**src/hdl/usb_line_pkg.sv**
```systemverilog
// ########################################
// usb line package.
// pad structs, line state codes and the bit
// timing constants shared by both ports.
// ########################################

`default_nettype none

package usb_line_pkg;

	// the core serves two downstream ports.
	localparam int num_ports = 2;

	// bit periods in usb_clk cycles, full speed and low speed.
	localparam int fs_bit_cycles = 4;
	localparam int ls_bit_cycles = 32;
	localparam int bit_timer_width = $clog2(ls_bit_cycles);

	// consecutive se0 cycles before a port is reported as disconnected.
	localparam int discon_limit = 127;
	localparam int discon_width = 7;

	// the receiver is blanked this many cycles after the transmit enable.
	localparam int rx_blank_cycles = 4;

	typedef logic [bit_timer_width-1:0] bit_timer_t;
	typedef logic [discon_width-1:0] discon_cnt_t;

	// line state as {vm, vp}, named after the full speed polarity.
	typedef enum logic [1:0] {se0 = 2'd0, j_fs = 2'd1, k_fs = 2'd2, se1 = 2'd3} line_state_t;

	// what the core drives onto one port.
	typedef struct packed {logic vp; logic vm; logic oe_n;} pad_out_t;

	// raw pin values of one port.
	typedef struct packed {logic vp; logic vm;} pad_in_t;

	// the single transmit line that the serializer shares with all ports.
	typedef struct packed {logic vp; logic vm; logic oe;} line_drive_t;

endpackage

`default_nettype wire

```
**src/hdl/usb_link_pkg.sv**
```systemverilog
// ########################################
// usb link package.
// byte stream structs and framing constants
// for the transmit and receive paths.
// ########################################

`default_nettype none

package usb_link_pkg;

	// sync pattern, sent lsb first, which gives kjkjkjkk on the wire.
	localparam logic [7:0] sync_byte = 8'h80;

	// six ones in a row force a stuffed zero.
	localparam int stuff_run = 6;

	// transmit request from the caller.
	// eop forces the end of packet at the next byte boundary.
	typedef struct packed {
		logic [7:0] data;
		logic       valid;
		logic       low_speed;
		logic       eop;
	} tx_ctrl_t;

	// received byte, valid pulses once per byte while active is high.
	typedef struct packed {
		logic [7:0] data;
		logic       valid;
		logic       active;
	} rx_byte_t;

endpackage

`default_nettype wire

```
**src/hdl/usb_port_frontend.sv**
```systemverilog
// ########################################
// usb port front end.
// pin synchronizer, line state, se0 disconnect
// timer and registered pad drive of one port.
// ########################################

`timescale 1ns/1ps
`default_nettype none

module usb_port_frontend (
	input  logic                      usb_clk,
	input  logic                      usb_rst,
	input  usb_line_pkg::pad_in_t     pad_in,
	input  usb_line_pkg::line_drive_t drive,
	input  logic                      tx_enable,
	input  logic                      low_speed,
	output usb_line_pkg::pad_out_t    pad_out,
	output logic                      speed_full,
	output usb_line_pkg::line_state_t line_state,
	output logic                      discon
);

	usb_line_pkg::pad_in_t meta;
	usb_line_pkg::discon_cnt_t se0_cnt;
	logic oe_n_q;
	logic vp_q;
	logic vm_q;

	// ########################################
	// receive side
	// ########################################

	// two flop synchronizer, the second stage is the line state itself.
	always_ff @(posedge usb_clk) begin
		meta <= pad_in;
		line_state <= usb_line_pkg::line_state_t'({meta.vm, meta.vp});
	end

	// the counter saturates at the limit, so the flag holds while se0 lasts.
	assign discon = (se0_cnt == usb_line_pkg::discon_cnt_t'(usb_line_pkg::discon_limit));

	// any non se0 sample restarts the count.
	always_ff @(posedge usb_clk) begin
		if (usb_rst) begin
			se0_cnt <= '0;
		end else if (line_state != usb_line_pkg::se0) begin
			se0_cnt <= '0;
		end else if (!discon) begin
			se0_cnt <= se0_cnt + 1'b1;
		end
	end

	// ########################################
	// transmit side
	// ########################################

	// the port only drives while it is selected and the serializer is active.
	always_ff @(posedge usb_clk) begin
		if (usb_rst) begin
			oe_n_q <= 1'b1;
		end else begin
			oe_n_q <= ~(drive.oe & tx_enable);
		end
	end

	// a deselected port keeps its last pin values.
	always_ff @(posedge usb_clk) begin
		if (tx_enable) begin
			vp_q <= drive.vp;
			vm_q <= drive.vm;
		end
	end

	assign pad_out = '{vp: vp_q, vm: vm_q, oe_n: oe_n_q};

	// speed select pin of the transceiver, high for full speed.
	assign speed_full = ~low_speed;

endmodule

`default_nettype wire

```
**src/hdl/usb_tx_serializer.sv**
```systemverilog
// ########################################
// usb transmit serializer.
// sends sync, bit stuffed nrzi data and eop
// at full or low speed from a byte stream.
// ########################################

`timescale 1ns/1ps
`default_nettype none

module usb_tx_serializer (
	input  logic                      usb_clk,
	input  logic                      usb_rst,
	input  usb_link_pkg::tx_ctrl_t    tx,
	output logic                      tx_ready,
	output usb_line_pkg::line_drive_t drive
);

	typedef enum logic [1:0] {st_idle, st_sync, st_data, st_eop} state_t;

	state_t state;
	usb_line_pkg::bit_timer_t timer;
	usb_line_pkg::bit_timer_t reload;
	logic low_speed_q;
	logic [7:0] sr;
	logic [2:0] bit_idx;
	logic [2:0] ones;
	logic [1:0] eop_cnt;
	logic eop_req;
	logic level;
	logic stuff;
	logic take;
	logic bit_val;
	logic new_level;

	// the speed is latched when the packet starts.
	assign reload = low_speed_q ? usb_line_pkg::bit_timer_t'(usb_line_pkg::ls_bit_cycles - 1)
		: usb_line_pkg::bit_timer_t'(usb_line_pkg::fs_bit_cycles - 1);

	// a stuffed zero takes priority over the next data bit.
	assign stuff = (ones == 3'(usb_link_pkg::stuff_run));
	assign take = !stuff && (bit_idx == 3'd0) && tx.valid && !tx.eop && !eop_req;

	always_comb begin
		if (stuff) begin
			bit_val = 1'b0;
		end else if (bit_idx == 3'd0) begin
			bit_val = tx.data[0];
		end else begin
			bit_val = sr[0];
		end
	end

	// nrzi, a zero toggles the line and a one holds it.
	assign new_level = bit_val ? level : ~level;

	always_ff @(posedge usb_clk) begin
		if (usb_rst) begin
			state <= st_idle;
			timer <= '0;
			low_speed_q <= 1'b0;
			bit_idx <= 3'd0;
			ones <= 3'd0;
			eop_cnt <= 2'd0;
			eop_req <= 1'b0;
			level <= 1'b1;
			tx_ready <= 1'b0;
			drive <= '{vp: 1'b1, vm: 1'b0, oe: 1'b0};
		end else begin
			tx_ready <= 1'b0;
			if (state == st_idle) begin
				eop_req <= 1'b0;
				// the first sync bit goes out together with oe, starting from j.
				if (tx.valid) begin
					state <= st_sync;
					low_speed_q <= tx.low_speed;
					timer <= tx.low_speed
						? usb_line_pkg::bit_timer_t'(usb_line_pkg::ls_bit_cycles - 1)
						: usb_line_pkg::bit_timer_t'(usb_line_pkg::fs_bit_cycles - 1);
					sr <= usb_link_pkg::sync_byte >> 1;
					bit_idx <= 3'd1;
					ones <= {2'b00, usb_link_pkg::sync_byte[0]};
					level <= usb_link_pkg::sync_byte[0];
					drive <= '{vp: usb_link_pkg::sync_byte[0],
						vm: ~usb_link_pkg::sync_byte[0], oe: 1'b1};
				end
			end else begin
				eop_req <= eop_req | tx.eop;
				if (timer != '0) begin
					timer <= timer - 1'b1;
				end else begin
					timer <= reload;
					if (state == st_eop) begin
						// two bit times of se0, one of j, then release the line.
						eop_cnt <= eop_cnt + 2'd1;
						if (eop_cnt == 2'd1) begin
							level <= 1'b1;
							drive <= '{vp: 1'b1, vm: 1'b0, oe: 1'b1};
						end else if (eop_cnt == 2'd2) begin
							state <= st_idle;
							drive <= '{vp: 1'b1, vm: 1'b0, oe: 1'b0};
						end
					end else if (!stuff && (bit_idx == 3'd0) && !take) begin
						// nothing more to send at a byte boundary.
						state <= st_eop;
						eop_cnt <= 2'd0;
						drive <= '{vp: 1'b0, vm: 1'b0, oe: 1'b1};
					end else begin
						if (stuff) begin
							ones <= 3'd0;
						end else begin
							ones <= bit_val ? ones + 3'd1 : 3'd0;
							bit_idx <= bit_idx + 3'd1;
							sr <= take ? tx.data >> 1 : sr >> 1;
						end
						if (take) begin
							state <= st_data;
							tx_ready <= 1'b1;
						end
						level <= new_level;
						drive <= '{vp: new_level, vm: ~new_level, oe: 1'b1};
					end
				end
			end
		end
	end

endmodule

`default_nettype wire

```
**src/hdl/usb_rx_deserializer.sv**
```systemverilog
// ########################################
// usb receive deserializer.
// picks one port, blanks while transmitting,
// recovers bits and assembles bytes.
// ########################################

`timescale 1ns/1ps
`default_nettype none

module usb_rx_deserializer (
	input  logic                                usb_clk,
	input  logic                                usb_rst,
	input  usb_line_pkg::line_state_t           line_states [usb_line_pkg::num_ports],
	input  logic                                port_sel_rx,
	input  logic [usb_line_pkg::num_ports-1:0]  low_speed,
	input  logic                                tx_oe,
	output usb_link_pkg::rx_byte_t              rx
);

	logic [usb_line_pkg::rx_blank_cycles-1:0] oe_dly;
	logic rx_reset;
	usb_line_pkg::line_state_t cur;
	usb_line_pkg::line_state_t prev;
	logic low;
	usb_line_pkg::bit_timer_t timer;
	usb_line_pkg::bit_timer_t half;
	usb_line_pkg::bit_timer_t full;
	logic sample;
	logic lvl;
	logic last_lvl;
	logic d;
	logic [7:0] sr;
	logic [7:0] shifted;
	logic [2:0] bit_cnt;
	logic [2:0] ones;
	logic [7:0] data_q;
	logic valid_q;
	logic active_q;

	// ########################################
	// port select and blanking
	// ########################################

	assign cur = line_states[port_sel_rx];
	assign low = low_speed[port_sel_rx];

	// our own transmission echoes back on the pins, so the receiver sleeps meanwhile.
	always_ff @(posedge usb_clk) begin
		if (usb_rst) begin
			oe_dly <= '0;
		end else begin
			oe_dly <= {oe_dly[usb_line_pkg::rx_blank_cycles-2:0], tx_oe};
		end
	end

	assign rx_reset = usb_rst | oe_dly[usb_line_pkg::rx_blank_cycles-1];

	// ########################################
	// bit recovery
	// ########################################

	assign full = low ? usb_line_pkg::bit_timer_t'(usb_line_pkg::ls_bit_cycles - 1)
		: usb_line_pkg::bit_timer_t'(usb_line_pkg::fs_bit_cycles - 1);
	assign half = low ? usb_line_pkg::bit_timer_t'(usb_line_pkg::ls_bit_cycles / 2 - 1)
		: usb_line_pkg::bit_timer_t'(usb_line_pkg::fs_bit_cycles / 2 - 1);

	always_ff @(posedge usb_clk) begin
		prev <= cur;
	end

	// every transition realigns the sample point to the middle of the bit.
	always_ff @(posedge usb_clk) begin
		if (rx_reset) begin
			timer <= '0;
		end else if (cur != prev) begin
			timer <= half;
		end else if (timer == '0) begin
			timer <= full;
		end else begin
			timer <= timer - 1'b1;
		end
	end

	assign sample = (cur == prev) && (timer == '0);

	// nrzi decode works on either polarity, since only a change of level matters.
	assign lvl = (cur == usb_line_pkg::j_fs);
	assign d = (lvl == last_lvl);
	assign shifted = {d, sr[7:1]};

	// ########################################
	// sync hunt, destuffing and bytes
	// ########################################

	always_ff @(posedge usb_clk) begin
		if (rx_reset) begin
			last_lvl <= 1'b1;
			sr <= 8'hff;
			bit_cnt <= 3'd0;
			ones <= 3'd0;
			valid_q <= 1'b0;
			active_q <= 1'b0;
		end else begin
			valid_q <= 1'b0;
			if (sample && (cur == usb_line_pkg::se0)) begin
				// the sync hunt starts again from all ones after the end of packet.
				active_q <= 1'b0;
				sr <= 8'hff;
			end else if (sample && (cur != usb_line_pkg::se1)) begin
				last_lvl <= lvl;
				if (!active_q) begin
					// idle j decodes as ones, so only a real sync can match here.
					sr <= shifted;
					if (shifted == usb_link_pkg::sync_byte) begin
						active_q <= 1'b1;
						bit_cnt <= 3'd0;
						ones <= {2'b00, usb_link_pkg::sync_byte[7]};
					end
				end else if (ones == 3'(usb_link_pkg::stuff_run)) begin
					ones <= 3'd0;
				end else begin
					ones <= d ? ones + 3'd1 : 3'd0;
					sr <= shifted;
					bit_cnt <= bit_cnt + 3'd1;
					if (bit_cnt == 3'd7) begin
						data_q <= shifted;
						valid_q <= 1'b1;
					end
				end
			end
		end
	end

	assign rx = '{data: data_q, valid: valid_q, active: active_q};

endmodule

`default_nettype wire

```
**src/hdl/usb_dual_phy.sv**
```systemverilog
// ########################################
// usb dual port phy top level.
// one shared serializer, one front end per
// port and one receive deserializer.
// ########################################

`timescale 1ns/1ps
`default_nettype none

module usb_dual_phy (
	input  logic                               usb_clk,
	input  logic                               usb_rst,
	input  usb_line_pkg::pad_in_t              pad_in [usb_line_pkg::num_ports],
	output usb_line_pkg::pad_out_t             pad_out [usb_line_pkg::num_ports],
	output logic [usb_line_pkg::num_ports-1:0] speed_full,
	output usb_line_pkg::line_state_t          line_state [usb_line_pkg::num_ports],
	output logic [usb_line_pkg::num_ports-1:0] discon,
	input  logic                               port_sel_rx,
	input  logic [usb_line_pkg::num_ports-1:0] port_sel_tx,
	input  logic [usb_line_pkg::num_ports-1:0] low_speed,
	input  usb_link_pkg::tx_ctrl_t             tx,
	output logic                               tx_ready,
	output usb_link_pkg::rx_byte_t             rx
);

	// the transmit line goes to every port, port_sel_tx decides who drives it.
	usb_line_pkg::line_drive_t drive;

	usb_tx_serializer u_tx (
		.usb_clk (usb_clk),
		.usb_rst (usb_rst),
		.tx      (tx),
		.tx_ready(tx_ready),
		.drive   (drive)
	);

	for (genvar i = 0; i < usb_line_pkg::num_ports; i++) begin : g_port
		usb_port_frontend u_frontend (
			.usb_clk   (usb_clk),
			.usb_rst   (usb_rst),
			.pad_in    (pad_in[i]),
			.drive     (drive),
			.tx_enable (port_sel_tx[i]),
			.low_speed (low_speed[i]),
			.pad_out   (pad_out[i]),
			.speed_full(speed_full[i]),
			.line_state(line_state[i]),
			.discon    (discon[i])
		);
	end

	usb_rx_deserializer u_rx (
		.usb_clk    (usb_clk),
		.usb_rst    (usb_rst),
		.line_states(line_state),
		.port_sel_rx(port_sel_rx),
		.low_speed  (low_speed),
		.tx_oe      (drive.oe),
		.rx         (rx)
	);

endmodule

`default_nettype wire

```
**config.mk**
```make
export PLATFORM = sky130hd
export DESIGN_NAME = usb_dual_phy
export DESIGN_NICKNAME = d
export VERILOG_FILES = /design/src/hdl/usb_line_pkg.sv /design/src/hdl/usb_link_pkg.sv /design/src/hdl/usb_port_frontend.sv /design/src/hdl/usb_tx_serializer.sv /design/src/hdl/usb_rx_deserializer.sv /design/src/hdl/usb_dual_phy.sv
export SDC_FILE = /design/constraint.sdc
export NUM_CORES = 1
export LEC_CHECK = 0
export BUFFER_PORTS_ARGS = -buffer_cell sky130_fd_sc_hd__buf_2
export CAP_MARGIN = 0
export CORE_AREA = 2 2 116 73
export DETAILED_ROUTE_END_ITERATION = 12
export DIE_AREA = 0 0 118 75
export GPL_TIMING_DRIVEN = 0
export PLACE_DENSITY = 0.75
export SKIP_LAST_GASP = 1
export SLEW_MARGIN = 30
export SYNTH_ARGS = -nofsm -noshare
export SYNTH_HDL_FRONTEND = slang
export SYNTH_SLANG_ARGS = --single-unit
export TNS_END_PERCENT = 5
```
**constraint.sdc**
```tcl
create_clock -name usb_clk -period 3.3 [get_ports usb_clk]
set_clock_uncertainty 0.1 [all_clocks]
set_input_delay 0.165 -clock usb_clk [delete_from_list [all_inputs] [get_ports usb_clk]]
set_output_delay 0.165 -clock usb_clk [all_outputs]
set_load 0.02 [all_outputs]
```
After elaboration in Yosys (flattened, before gate mapping)
Cells that the tools add are included.
- bits in registers: 94
- bits of input ports: 22
- output and inout bits: 25
- word-level logic and storage cells: 206
- $add $sub $neg: 9
- magnitude comparators: 2
- equality and inequality tests: 25
- muxes and demuxes: 73
- bitwise gates (word level): 19
- reduce and logical (&&, ||, !) cells: 41
- operators by type and width (operator ; count):
    $mux 3 ; 27
    $mux 8 ; 8
    $mux 5 ; 8
    $mux 2 ; 13
    $mux 1 ; 15
    $add 7x1->7 const B ; 2
    $eq 7x7->1 const B ; 2
    $not 1->1 ; 14
    $add 3x1->3 const B ; 4
    $reduce_and 4->1 ; 3
    $reduce_and 6->1 ; 2
    $reduce_and 5->1 ; 2
    $reduce_or 5->1 ; 2
    $sub 5x1->5 const B ; 2
    $eq 3x3->1 const B ; 3
    $ne 3x2->1 const B ; 3
    $reduce_and 3->1 ; 3
    $eq 8x8->1 const B ; 1
    $logic_and 1x1->1 ; 8
    $ne 2x2->1 const B ; 4
    $reduce_bool 2->1 ; 4
    $reduce_or 2->1 ; 4
    $mux 7 ; 1
    $ne 2x1->1 const B ; 3
    21 further kinds ; 31

Depth between registers and ports, before layout
Gate-level depths: netlist (run 1).
- depth after elaboration: 12
- mapped depth: 7
- gate-level depth less buffers: 7

By module
From an unflattened synthesis (run 1), not the netlist that was laid out.
- cell total of the unflattened synthesis: 430
- area total of the unflattened synthesis: 4224.1 um^2
- by module, submodules not included (module ; instances ; cells an instance ; area an instance (um^2) ; sequential area each (um^2)):
    usb_rx_deserializer ; 1 ; 156 ; 1581.5 ; 780.7
    usb_tx_serializer ; 1 ; 180 ; 1579.0 ; 650.6
    usb_port_frontend ; 2 ; 47 ; 531.8 ; 300.3

Least setup slack after synthesis (run 1)
OpenSTA, ideal clock, no wires.
- path type: register to register
- from: register g_port[0].u_frontend.line_state[1]
- to: register u_rx.data_q[0] (enable)
- library setup time: 0.398 ns
- data arrival time: 2.280 ns
- required time: 2.802 ns
- slack: 0.522 ns
- stages on the path, launching flop included: 6
- buffers on the path: 0
- clock period less this slack: 2.778 ns
- cells stage by stage: dfxtp_1 mux2i_4 xnor2_4 nor2_4 a41oi_4 nor4b_1
- longest elaborated chain between the ends: 8
- elaborated cells between the ends (all ways): 11
- those cells by class: 2 x eq/ne; 3 x mux; 1 x bitwise; 5 x reduce/logical
- ends and longest elaborated chain (what ; line ; RTL):
    start: declaration ; usb_port_frontend.sv:19 ; output usb_line_pkg::line_state_t line_state,
    start signal: assignment ; usb_port_frontend.sv:36 ; line_state <= usb_line_pkg::line_state_t'({meta.vm, meta.vp});
    $mux 2 (implied by the code) * (3 in series) ; usb_rx_deserializer.sv:44 ; assign cur = line_states[port_sel_rx];
    $eq 2x2->1 ; usb_rx_deserializer.sv:84 ; assign sample = (cur == prev) && (timer == '0);
    $logic_and 1x1->1 ; usb_rx_deserializer.sv:84 ;
    $logic_and 1x1->1 ; usb_rx_deserializer.sv:105 ; if (sample && (cur == usb_line_pkg::se0)) begin
    $not 1->1 (no source line) ; -- ;
    $reduce_and 6->1 (no source line) * ; -- ;
    end signal: assignment ; usb_rx_deserializer.sv:126 ; data_q <= shifted;
    end: declaration ; usb_rx_deserializer.sv:36 ; logic [7:0] data_q;
Every way passes the cells marked *; elsewhere a longest branch is shown, timed or not. The select of a mux whose other input is x is not followed.
A chain may end at the register's enable or synchronous reset.

Worst setup path in the final report (run 1)
- from: register u_tx.state[0]
- to: register u_tx.sr[0] (enable)
- longest elaborated chain between the ends: 3
- elaborated cells between the ends (all ways): 8
- those cells by class: 6 x eq/ne; 2 x reduce/logical
- ends and longest elaborated chain (what ; line ; RTL):
    start: declaration ; usb_tx_serializer.sv:20 ; state_t state;
    start signal: assignment ; usb_tx_serializer.sv:58 ; state <= st_idle;
    start signal: assignment ; usb_tx_serializer.sv:74 ; state <= st_sync;
    start signal: assignment ; usb_tx_serializer.sv:99 ; state <= st_idle;
    $eq 2x2->1 or $logic_not 2->1 (tied branches) ; usb_tx_serializer.sv:92, usb_tx_serializer.sv:70 ;
    $ne 2x1->1 (no source line) or $ne 2x2->1 (tied branches) ; -- ;
    $reduce_and 6->1 (no source line) * ; -- ;
    end signal: assignment ; usb_tx_serializer.sv:79 ; sr <= usb_link_pkg::sync_byte >> 1;
    end signal: assignment ; usb_tx_serializer.sv:113 ; sr <= take ? tx.data >> 1 : sr >> 1;
    end: declaration ; usb_tx_serializer.sv:24 ; logic [7:0] sr;
Every way passes the cells marked *; elsewhere a longest branch is shown, timed or not.

==> results of run 1 <==
-- final timing paths --
path / slack [ps] / cells past startpoint / end
min: 40 / 3 / u_tx.sr[4]$_SDFFCE_PP0P_
max reg2reg: 550 / 7 / u_tx.sr[0]$_SDFFCE_PP0P_
min reg2reg: 230 / 0 / g_port[1].u_frontend.line_state[0]$_DFF_P_
max: 550 / 7 / u_tx.sr[0]$_SDFFCE_PP0P_
-- critical path, stage by stage (launching register included) --
cell     delay (ps)
dfxtp_1         360
inv_1            60
ha_1            240
nor3b_4         300
nand2_1         240
o22ai_1         440
nand2_1         160
nor2_1          480
-- flip-flops by register name, summed over array words and instances (netlist names), 3 cells and up --
register                      flops
u_rx.sr                           7
u_tx.sr                           7
g_port.u_frontend.meta            4
u_tx.drive                        3
u_rx.bit_cnt                      3
u_rx.ones                         3
u_tx.timer                        5
u_tx.ones                         3
g_port.u_frontend.se0_cnt        14
u_tx.bit_idx                      3
u_rx.timer                        5
g_port.u_frontend.line_state      4
u_rx.data_q                       8
u_rx.oe_dly                       4
-- stage by stage --
stage	hold slack [ps]	utilization [%]	worst slack, ps	instances
floorplan	92.7	-	522	430
global placement	167	59.4	89.4	583
detailed placement	169	59.5	590	584
CTS	35.9	64.3	545	606
global route	61.6	64.3	291	606
finish	44.2	64.3	546	606
-- report_power, final --
group / internal [W] / switching, W / leakage [nW]
sequential: 0.00130 / 0.0000896 / 0.773
combinational: 0.000331 / 0.000528 / 1.09
clock: 0.000610 / 0.000415 / 0.150
-- Yosys cell counts, drive strengths merged, types with 2 or more instances --
cell type	number
dfxtp	73
nor2	39
inv	29
o21ai	26
nand3	25
nand2	24
a21oi	20
edfxtp	19
ha	17
buf	15
mux2i	13
nor2b	10
a31oi	9
and3	8
clkbuf	8
nor3	7
nor4b	6
xnor2	6
xor2	6
nor4	5
or3	5
a211oi	4
nand2b	4
nand4	4
o2bb2ai	4
o31ai	4
a311oi	3
o21a	3
o41ai	3
a21o	2
a31o	2
a41o	2
a41oi	2
and2	2
nor3b	2
o21bai	2
o31a	2
or4	2
-- metal layers --
layer / GRT usage [%] / up-vias
li1: - / 1674
met1: 29.1 / 1502
met2: 30.9 / 126
met3: 6.29 / 11
met4: 8.43 / 0
met5: 0 / -
-- cell families after synthesis --
kind of cell / Yosys count / synth area share (%)
xor+xnor: 12 / 3.11
compound gates: 95 / 15.0
flops: 92 / 48.0
buf+inv: 52 / 5.86
fa+ha+maj: 17 / 5.03
simple gates: 148 / 19.0
mux: 14 / 3.93
-- area by class of cell --
| type | count | area share (%) |
|---|---|---|
| sequential | 92 | 40.9 |
| multi-input combinational | 286 | 39.4 |
| timing repair buffer | 52 | 5.85 |
| clock buffer | 11 | 4.89 |
| buffer | 23 | 2.80 |
| tap | 108 | 2.72 |
| inverter | 29 | 2.19 |
| clock inverter | 5 | 1.23 |
==> results.toml, run 1 <==
[finish]
multi_input_comb_area_mm2 = 0.00196
final_common_cell = "dfxtp_1"
post_route_cells_drive_above_1_share_pct = 18.1
antennaDiodeCount = 0
layout.cells.most_common_list = "dfxtp_1, buf_2, nor2_1"
nets = 532
fillerInstances = 632
layout-area-overhead-vs-synth_pct = 17.4
post-route-cell-area_mm2 = 0.00496
sequential_cell_area_mm2 = 0.00203

[die]
design.die.area_mm2 = 0.00885
row_count = 25
die-width_um = 118
placeableCoreArea_mm2 = 0.00773
chipHeight_um = 75
initial_utilization_pct = 54.7
ios = 47

[grt]
vias_in_the_first_global_route = 3096
grt_start_max_net_pins = 16
global_route_wire_length_before_repair_um = 14600
groute.usage.overall_pct = 20.9
antenna_found_initial = 0
globalRouteOverflowTotal = 0

[drt]
drcViolationCount = 0
m1WireLength_um = 4300
final_antenna_net_count = 0
drt_wl_total_um = 8610
detail_route.iter0.violations = 306
vias = 3313
detail_route.vias_per_cell = 5.47
avgRoutedWirePerCell_um = 14.2
wl_met3_um = 637
wl_met2_um = 3540
detail_route.first_pass.iterations = 5
maxUsedRoutingLayer = "met4"

[cts]
cts.clk_slew.worst_paths_ps = 60
cts_root_buffer = "clkbuf_16"
cts_repair_resize_count = 0
post_cts_buffers = 0
ctsHtreeMaxLevel = 3
clock_tree.buffer_depth = 2
number_of_sinks_handled_by_clock_tree_synthesis = 92
clock_latency_of_the_later_clocked_register_in_the_worst_skew_pair_ps = 340
tritoncts = "done"
cts_made_buffers = 9
cts_hold_buf = 6

[critical_path]
crit_path_start_kind = "flop"
worstPathRequired_ps = 3170
cp.arrival_ps = 2620
worstReg2RegStart = "u_tx.state[0]$_SDFFE_PP0P_"
timing.critical_path.from = "u_tx.state[0]$_SDFFE_PP0P_"
timing.critical_path.fanout_max = 7
worst-setup-path-type = "reg2reg"
endpoint_kind = "flop"

[power_and_ir_drop]
power_density_over_the_cells_mw_per_mm2 = 660
total_power_w = 0.00328
p_leak_nw = 2.01
vdd_ir_drop_max_v = 0.000444

[worst_hold_path]
timing.hold.worst.start = "tx[8]"
hp-class = "in2reg"

[timing]
final_period_minus_worst_setup_slack_ps = 2750
timing.slew.headroom_pct = 59.5
drv_slew = 0
rsz0062_at_grt = "false"
setup-violations-final = 0
timing_hold_violations_final = 0
achievable-frequency_ghz = 0.363
period_share_pct = 83.4
max_slew.worst_pin.slew_ps = 606
totalNegativeSetupSlack_ps = 0

[yosys]
postSynthCellCount = 430
synth_nets = 469
yosys_register_bits = 92
synth.lib_cells_used.distinct = 62
synth_enable_flop_cells = 19
synth_top_cell_area_share_pct = 34.6
synth_area_mm2 = 0.00423
syn_avg_cell_area_um2 = 9.84
ys_warn_count = 0
synth.largest_area_cell = "dfxtp_1"
synthArstFlopShare_pct = 0
synth.yosys.seq_area_share_pct = 48.0
netlist_top_cells_area = "dfxtp_1, edfxtp_1, ha_1"
synth-main-ff-cell = "dfxtp_1"

[flow_run]
maxCapViolations = 0

[placement]
dp_hpwl_um = 6430
place.gp.congestion = 0.842
io_buffers = 45
placed_area_mm2 = 0.00460

[status]
outcome = "complete, no violations"
(Power assumes the default switching activity.)
==> run 2, diff against run 1 <==
clock period = 2.65 ns   (was 3.3 ns; I/O delays follow)
==> results.toml, run 2 (synthesis gave the netlist of run 1 again) <==
[cts]
clock_latency_of_the_later_clocked_register_in_the_worst_skew_pair_ps = 350
post_cts_buffers = 0
cts.clk_slew.worst_paths_ps = 60
cts_made_buffers = 9
number_of_sinks_handled_by_clock_tree_synthesis = 92
ctsHtreeMaxLevel = 3
cts_root_buffer = "clkbuf_16"
clock_tree.buffer_depth = 2
tritoncts = "done"

[grt]
grt_start_max_net_pins = 16
vias_in_the_first_global_route = 3030
antenna_found_initial = 0
globalRouteOverflowTotal = 0
global_route_wire_length_before_repair_um = 14800
groute.usage.overall_pct = 21.6

[power_and_ir_drop]
power_frac_comb_pct = 26.5
power.clock.fraction_pct = 31.1
vdd_ir_drop_max_v = 0.000647
p_switching_w = 0.00133
p_int_w = 0.00276
p_sw_share_pct = 32.4
power_density_over_the_cells_mw_per_mm2 = 818
p_leak_nw = 2.03
seq_power_share_pct = 42.4

[finish]
sequential_cell_area_mm2 = 0.00203
antennaDiodeCount = 0
postLayoutCoreUtil_pct = 64.6
layout-area-overhead-vs-synth_pct = 18.0
flip_flop_count_of_the_largest_register_after_layout = 14
layout.cells.most_common_list = "dfxtp_1, buf_2, nor2_1"
multi_input_comb_area_mm2 = 0.00197
max_flop_register = "g_port.u_frontend.se0_cnt"
final_common_cell = "dfxtp_1"
biggestRegsByFlops = "g_port.u_frontend.se0_cnt (14), u_rx.data_q (8)"
fillerInstances = 631
post_route_cells_drive_above_1_share_pct = 18.2
nets = 534

[critical_path]
reg2reg_depth = 7
crit_path_cell_trace = "inv_1 > ha_1 > nor3b_4 > nand2_1 > o22ai_1 > nand2_1 > nor2_2"
crit_path_start_kind = "flop"
timing.critical_path.buf_inv = 1
timing.critical_path.slowest_cell_delay_ps = 420
worst-setup-path-type = "reg2reg"
critical_path_stages = 7
critical-path-top-cell-by-count = "nand2_1"
timing.critical_path.fanout_max = 7
path_delay_family = "simple AND/OR/NAND/NOR gates"
cp.arrival_ps = 2520
slowest_stage = "o22ai_1"
worstPathRequired_ps = 2570
endpoint_kind = "flop"

[die]
placeableCoreArea_mm2 = 0.00773
initial_utilization_pct = 54.7
row_count = 25
die-width_um = 118
ios = 47
chipHeight_um = 75
design.die.area_mm2 = 0.00885

[drt]
detail_route.first_pass.iterations = 4
avgRoutedWirePerCell_um = 14.6
drt_wl_total_um = 8870
detail_route.iter0.violations = 315
final_antenna_net_count = 0
detail_route.vias_per_cell = 5.52
drcViolationCount = 0
vias = 3359

[timing]
timing.slew.headroom_pct = 58.2
achievable-frequency_ghz = 0.384
timing_hold_violations_final = 0
max_slew.worst_pin.slew_ps = 625
period_share_pct = 98.3
totalNegativeSetupSlack_ps = 0
rsz0062_at_grt = "true"
drv_slew = 0
setup-violations-final = 0
final_period_minus_worst_setup_slack_ps = 2600

[placement]
place.gp.congestion = 0.846
io_buffers = 45
dp_hpwl_um = 6440

[flow_run]
maxCapViolations = 0

[worst_hold_path]
hp-class = "in2reg"
hold-path-cell-count = 3

[status]
outcome = "complete, no violations"
-- run 2: cell type report --
| cell class | count | area share [%] |
|---|---|---|
| inverters | 29 | 2.18 |
| well taps | 108 | 2.71 |
| plain buffers | 23 | 2.78 |
| clock buffers | 11 | 5.29 |
| multi-input cells | 286 | 39.4 |
| repair buffers | 54 | 6.32 |
| flip-flops and latches | 92 | 40.7 |
| clock inverters | 5 | 0.627 |
-- run 2: power groups by stage --
stage	registers, W	logic [W]	clock network (W)
floorplan	0.00174	0.000799	0
global placement	0.00175	0.00101	0
detailed placement	0.00176	0.00104	0
CTS	0.00173	0.00107	0.00129
global route	0.00175	0.00119	0.00135
finish	0.00173	0.00108	0.00127
-- run 2: per-layer routing --
metal	up-vias	wire (um)	track usage (%)	part of all wire (%)
li1	1681	-	-	-
met1	1558	4600	30.5	52
met2	102	3630	30.8	41
met4	0	156	8.84	1.8
met5	-	0	0	0
met3	18	485	6.82	5.5
-- run 2: timing repair --
action / CTS / global route
gates resized for setup: 1 / 1
hold buffers: 9 / 0
endpoints found under the setup margin: 15 / 15
hold endpoints to repair: 13 / 0
-- run 2: worst paths after layout --
| kind | start | end | slack (ps) |
|---|---|---|---|
| setup / recovery | u_tx.state[0]$_SDFFE_PP0P_ | u_tx.sr[2]$_SDFFCE_PP0P_ | 50 |
| hold / removal | tx[5] | u_tx.sr[1]$_SDFFCE_PP0P_ | 20 |
| setup reg to reg | u_tx.state[0]$_SDFFE_PP0P_ | u_tx.sr[2]$_SDFFCE_PP0P_ | 50 |
| hold reg to reg | g_port[1].u_frontend.meta[0]$_DFF_P_ | g_port[1].u_frontend.line_state[1]$_DFF_P_ | 230 |
-- run 2: per-stage QoR --
stage / hold WS [ps] / setup WS (ps) / cell area, um^2 / cells / power, W
global route: 33.0 / -160 / 4990 / 608 / 0.00429
floorplan: 60.2 / 264 / 4240 / 430 / 0.00253
CTS: 1.58 / -63.5 / 4980 / 608 / 0.00409
global placement: 135 / 3.42 / 4600 / 583 / 0.00276
finish: 17.5 / 45.6 / 4990 / 608 / 0.00409
detailed placement: 136 / -82.2 / 4600 / 583 / 0.00280
-- run 2: worst register-to-register path: stages, from the launching register on --
cell	delay, ps
dfxtp_1	360
inv_1	50
ha_1	260
nor3b_4	310
nand2_1	240
o22ai_1	420
nand2_1	190
nor2_2	330
==> run 3, diff against run 2 <==
HOLD_SLACK_MARGIN = 0.02   (was not set)
REMOVE_ABC_BUFFERS = 1   (was not set)
SKIP_LAST_GASP = not set   (was 1)
==> results.toml, run 3 (synthesis gave the netlist of run 1 again) <==
[cts]
cts.clk_slew.worst_paths_ps = 70
post_cts_buffers = 0
ctsHtreeMaxLevel = 3
clock_latency_of_the_later_clocked_register_in_the_worst_skew_pair_ps = 350
tritoncts = "done"
number_of_sinks_handled_by_clock_tree_synthesis = 92
cts_root_buffer = "clkbuf_16"
cts_made_buffers = 9
clock_tree.buffer_depth = 2

[die]
chipHeight_um = 75
design.die.area_mm2 = 0.00885
row_count = 25
die-width_um = 118
ios = 47
placeableCoreArea_mm2 = 0.00773
initial_utilization_pct = 54.7

[drt]
final_antenna_net_count = 0
avgRoutedWirePerCell_um = 14.6
detail_route.first_pass.iterations = 5
detail_route.vias_per_cell = 5.56
drt_wl_total_um = 8600
drcViolationCount = 0
detail_route.iter0.violations = 166
vias = 3275

[power_and_ir_drop]
vdd_ir_drop_max_v = 0.000481
p_leak_nw = 1.94
power_density_over_the_cells_mw_per_mm2 = 809

[grt]
globalRouteOverflowTotal = 0
antenna_found_initial = 0
grt_start_max_net_pins = 34
global_route_wire_length_before_repair_um = 14300
vias_in_the_first_global_route = 3090
groute.usage.overall_pct = 20.8

[placement]
place_inst = 562
dp_hpwl_um = 5950
place.gp.congestion = 0.830
io_buffers = 46

[finish]
layout-area-overhead-vs-synth_pct = 15.0
max_flop_register = "g_port.u_frontend.se0_cnt"
post_route_cells_drive_above_1_share_pct = 17.0
antennaDiodeCount = 0
layout.cells.most_common_list = "dfxtp_1, buf_2, nor2_1"
flip_flop_count_of_the_largest_register_after_layout = 14
final_common_cell = "dfxtp_1"
nets = 515
fillerInstances = 640
biggestRegsByFlops = "g_port.u_frontend.se0_cnt (14), u_rx.data_q (8)"
final_cell_count_no_fill = 589

[status]
outcome = "complete, no violations"

[critical_path]
cp.arrival_ps = 2460
crit_path_start_kind = "flop"
worst-setup-path-type = "reg2reg"
timing.critical_path.fanout_max = 10
worstPathRequired_ps = 2600
endpoint_kind = "flop"
worstReg2RegStart = "g_port[0].u_frontend.line_state[1]$_DFF_P_"
timing.critical_path.from = "g_port[0].u_frontend.line_state[1]$_DFF_P_"

[timing]
period_share_pct = 94.6
finalHoldWorstSlack_ps = 36.8
rsz0062_at_grt = "false"
max_slew.worst_pin.slew_ps = 659
final_period_minus_worst_setup_slack_ps = 2510
timing.slew.headroom_pct = 55.9
setup-violations-final = 0
timing_hold_violations_final = 0
drv_slew = 0
achievable-frequency_ghz = 0.399

[worst_hold_path]
timing.hold.worst.start = "tx[9]"
hp-class = "in2reg"

[flow_run]
maxCapViolations = 0
## run 3: critical path: stages (launching register included)
cell	delay (ps)
dfxtp_1	370
mux2i_4	350
xnor2_4	190
nor2_4	90
a41oi_4	390
nor4b_2	450
buf_2	280
## run 3: through the flow
stage               power, W  setup WS (ps)  util (%)  setup TNS, ps  instance area [um^2]
floorplan            0.00248           -128         -          -1030                  4090
global placement     0.00269           -671      57.7          -8350                  4460
detailed placement   0.00274           -508      57.8          -3720                  4470
CTS                  0.00393           67.4      62.9              0                  4860
global route         0.00413           31.8      63.0              0                  4860
finish               0.00393            144      63.0              0                  4860
## run 3: per-layer routing
layer	global-route usage (%)	vias to the layer above	routed length [um]
met1	27.3	1551	4320
met5	0	-	0
met2	33.2	81	3790
li1	-	1633	-
met3	7.27	10	399
met4	6.02	0	94
## run 3: report_power, final
| group | switching [W] | total (W) | internal (W) |
|---|---|---|---|
| combinational | 0.000636 | 0.00103 | 0.000393 |
| clock | 0.000537 | 0.00117 | 0.000635 |
| sequential | 0.000109 | 0.00173 | 0.00162 |
## run 3: final timing paths
| kind | to | slack, ps | depth (start not counted) |
|---|---|---|---|
| worst max-delay path | u_rx.data_q[3]$_DFFE_PP_ | 140 | 6 |
| worst min register to register | g_port[0].u_frontend.line_state[0]$_DFF_P_ | 230 | 0 |
| worst max register to register | u_rx.data_q[3]$_DFFE_PP_ | 140 | 6 |
| worst min-delay path | u_tx.sr[5]$_SDFFCE_PP0P_ | 40 | 3 |
## run 3: layout make-up
type                       instances  area (um^2)  area share [%]
sequential                        92         2030            41.8
multi-input combinational        286         1970            40.6
timing repair buffer              58          345            7.10
clock buffer                      10          229            4.71
tap                              108          135            2.78
inverter                          29          109            2.24
clock inverter                     6         40.0           0.823
## run 3: repair_timing
item	CTS	global route
hold endpoints to repair	15	0
resized for setup	3	2
setup endpoints to repair	11	9
hold buffers	11	0
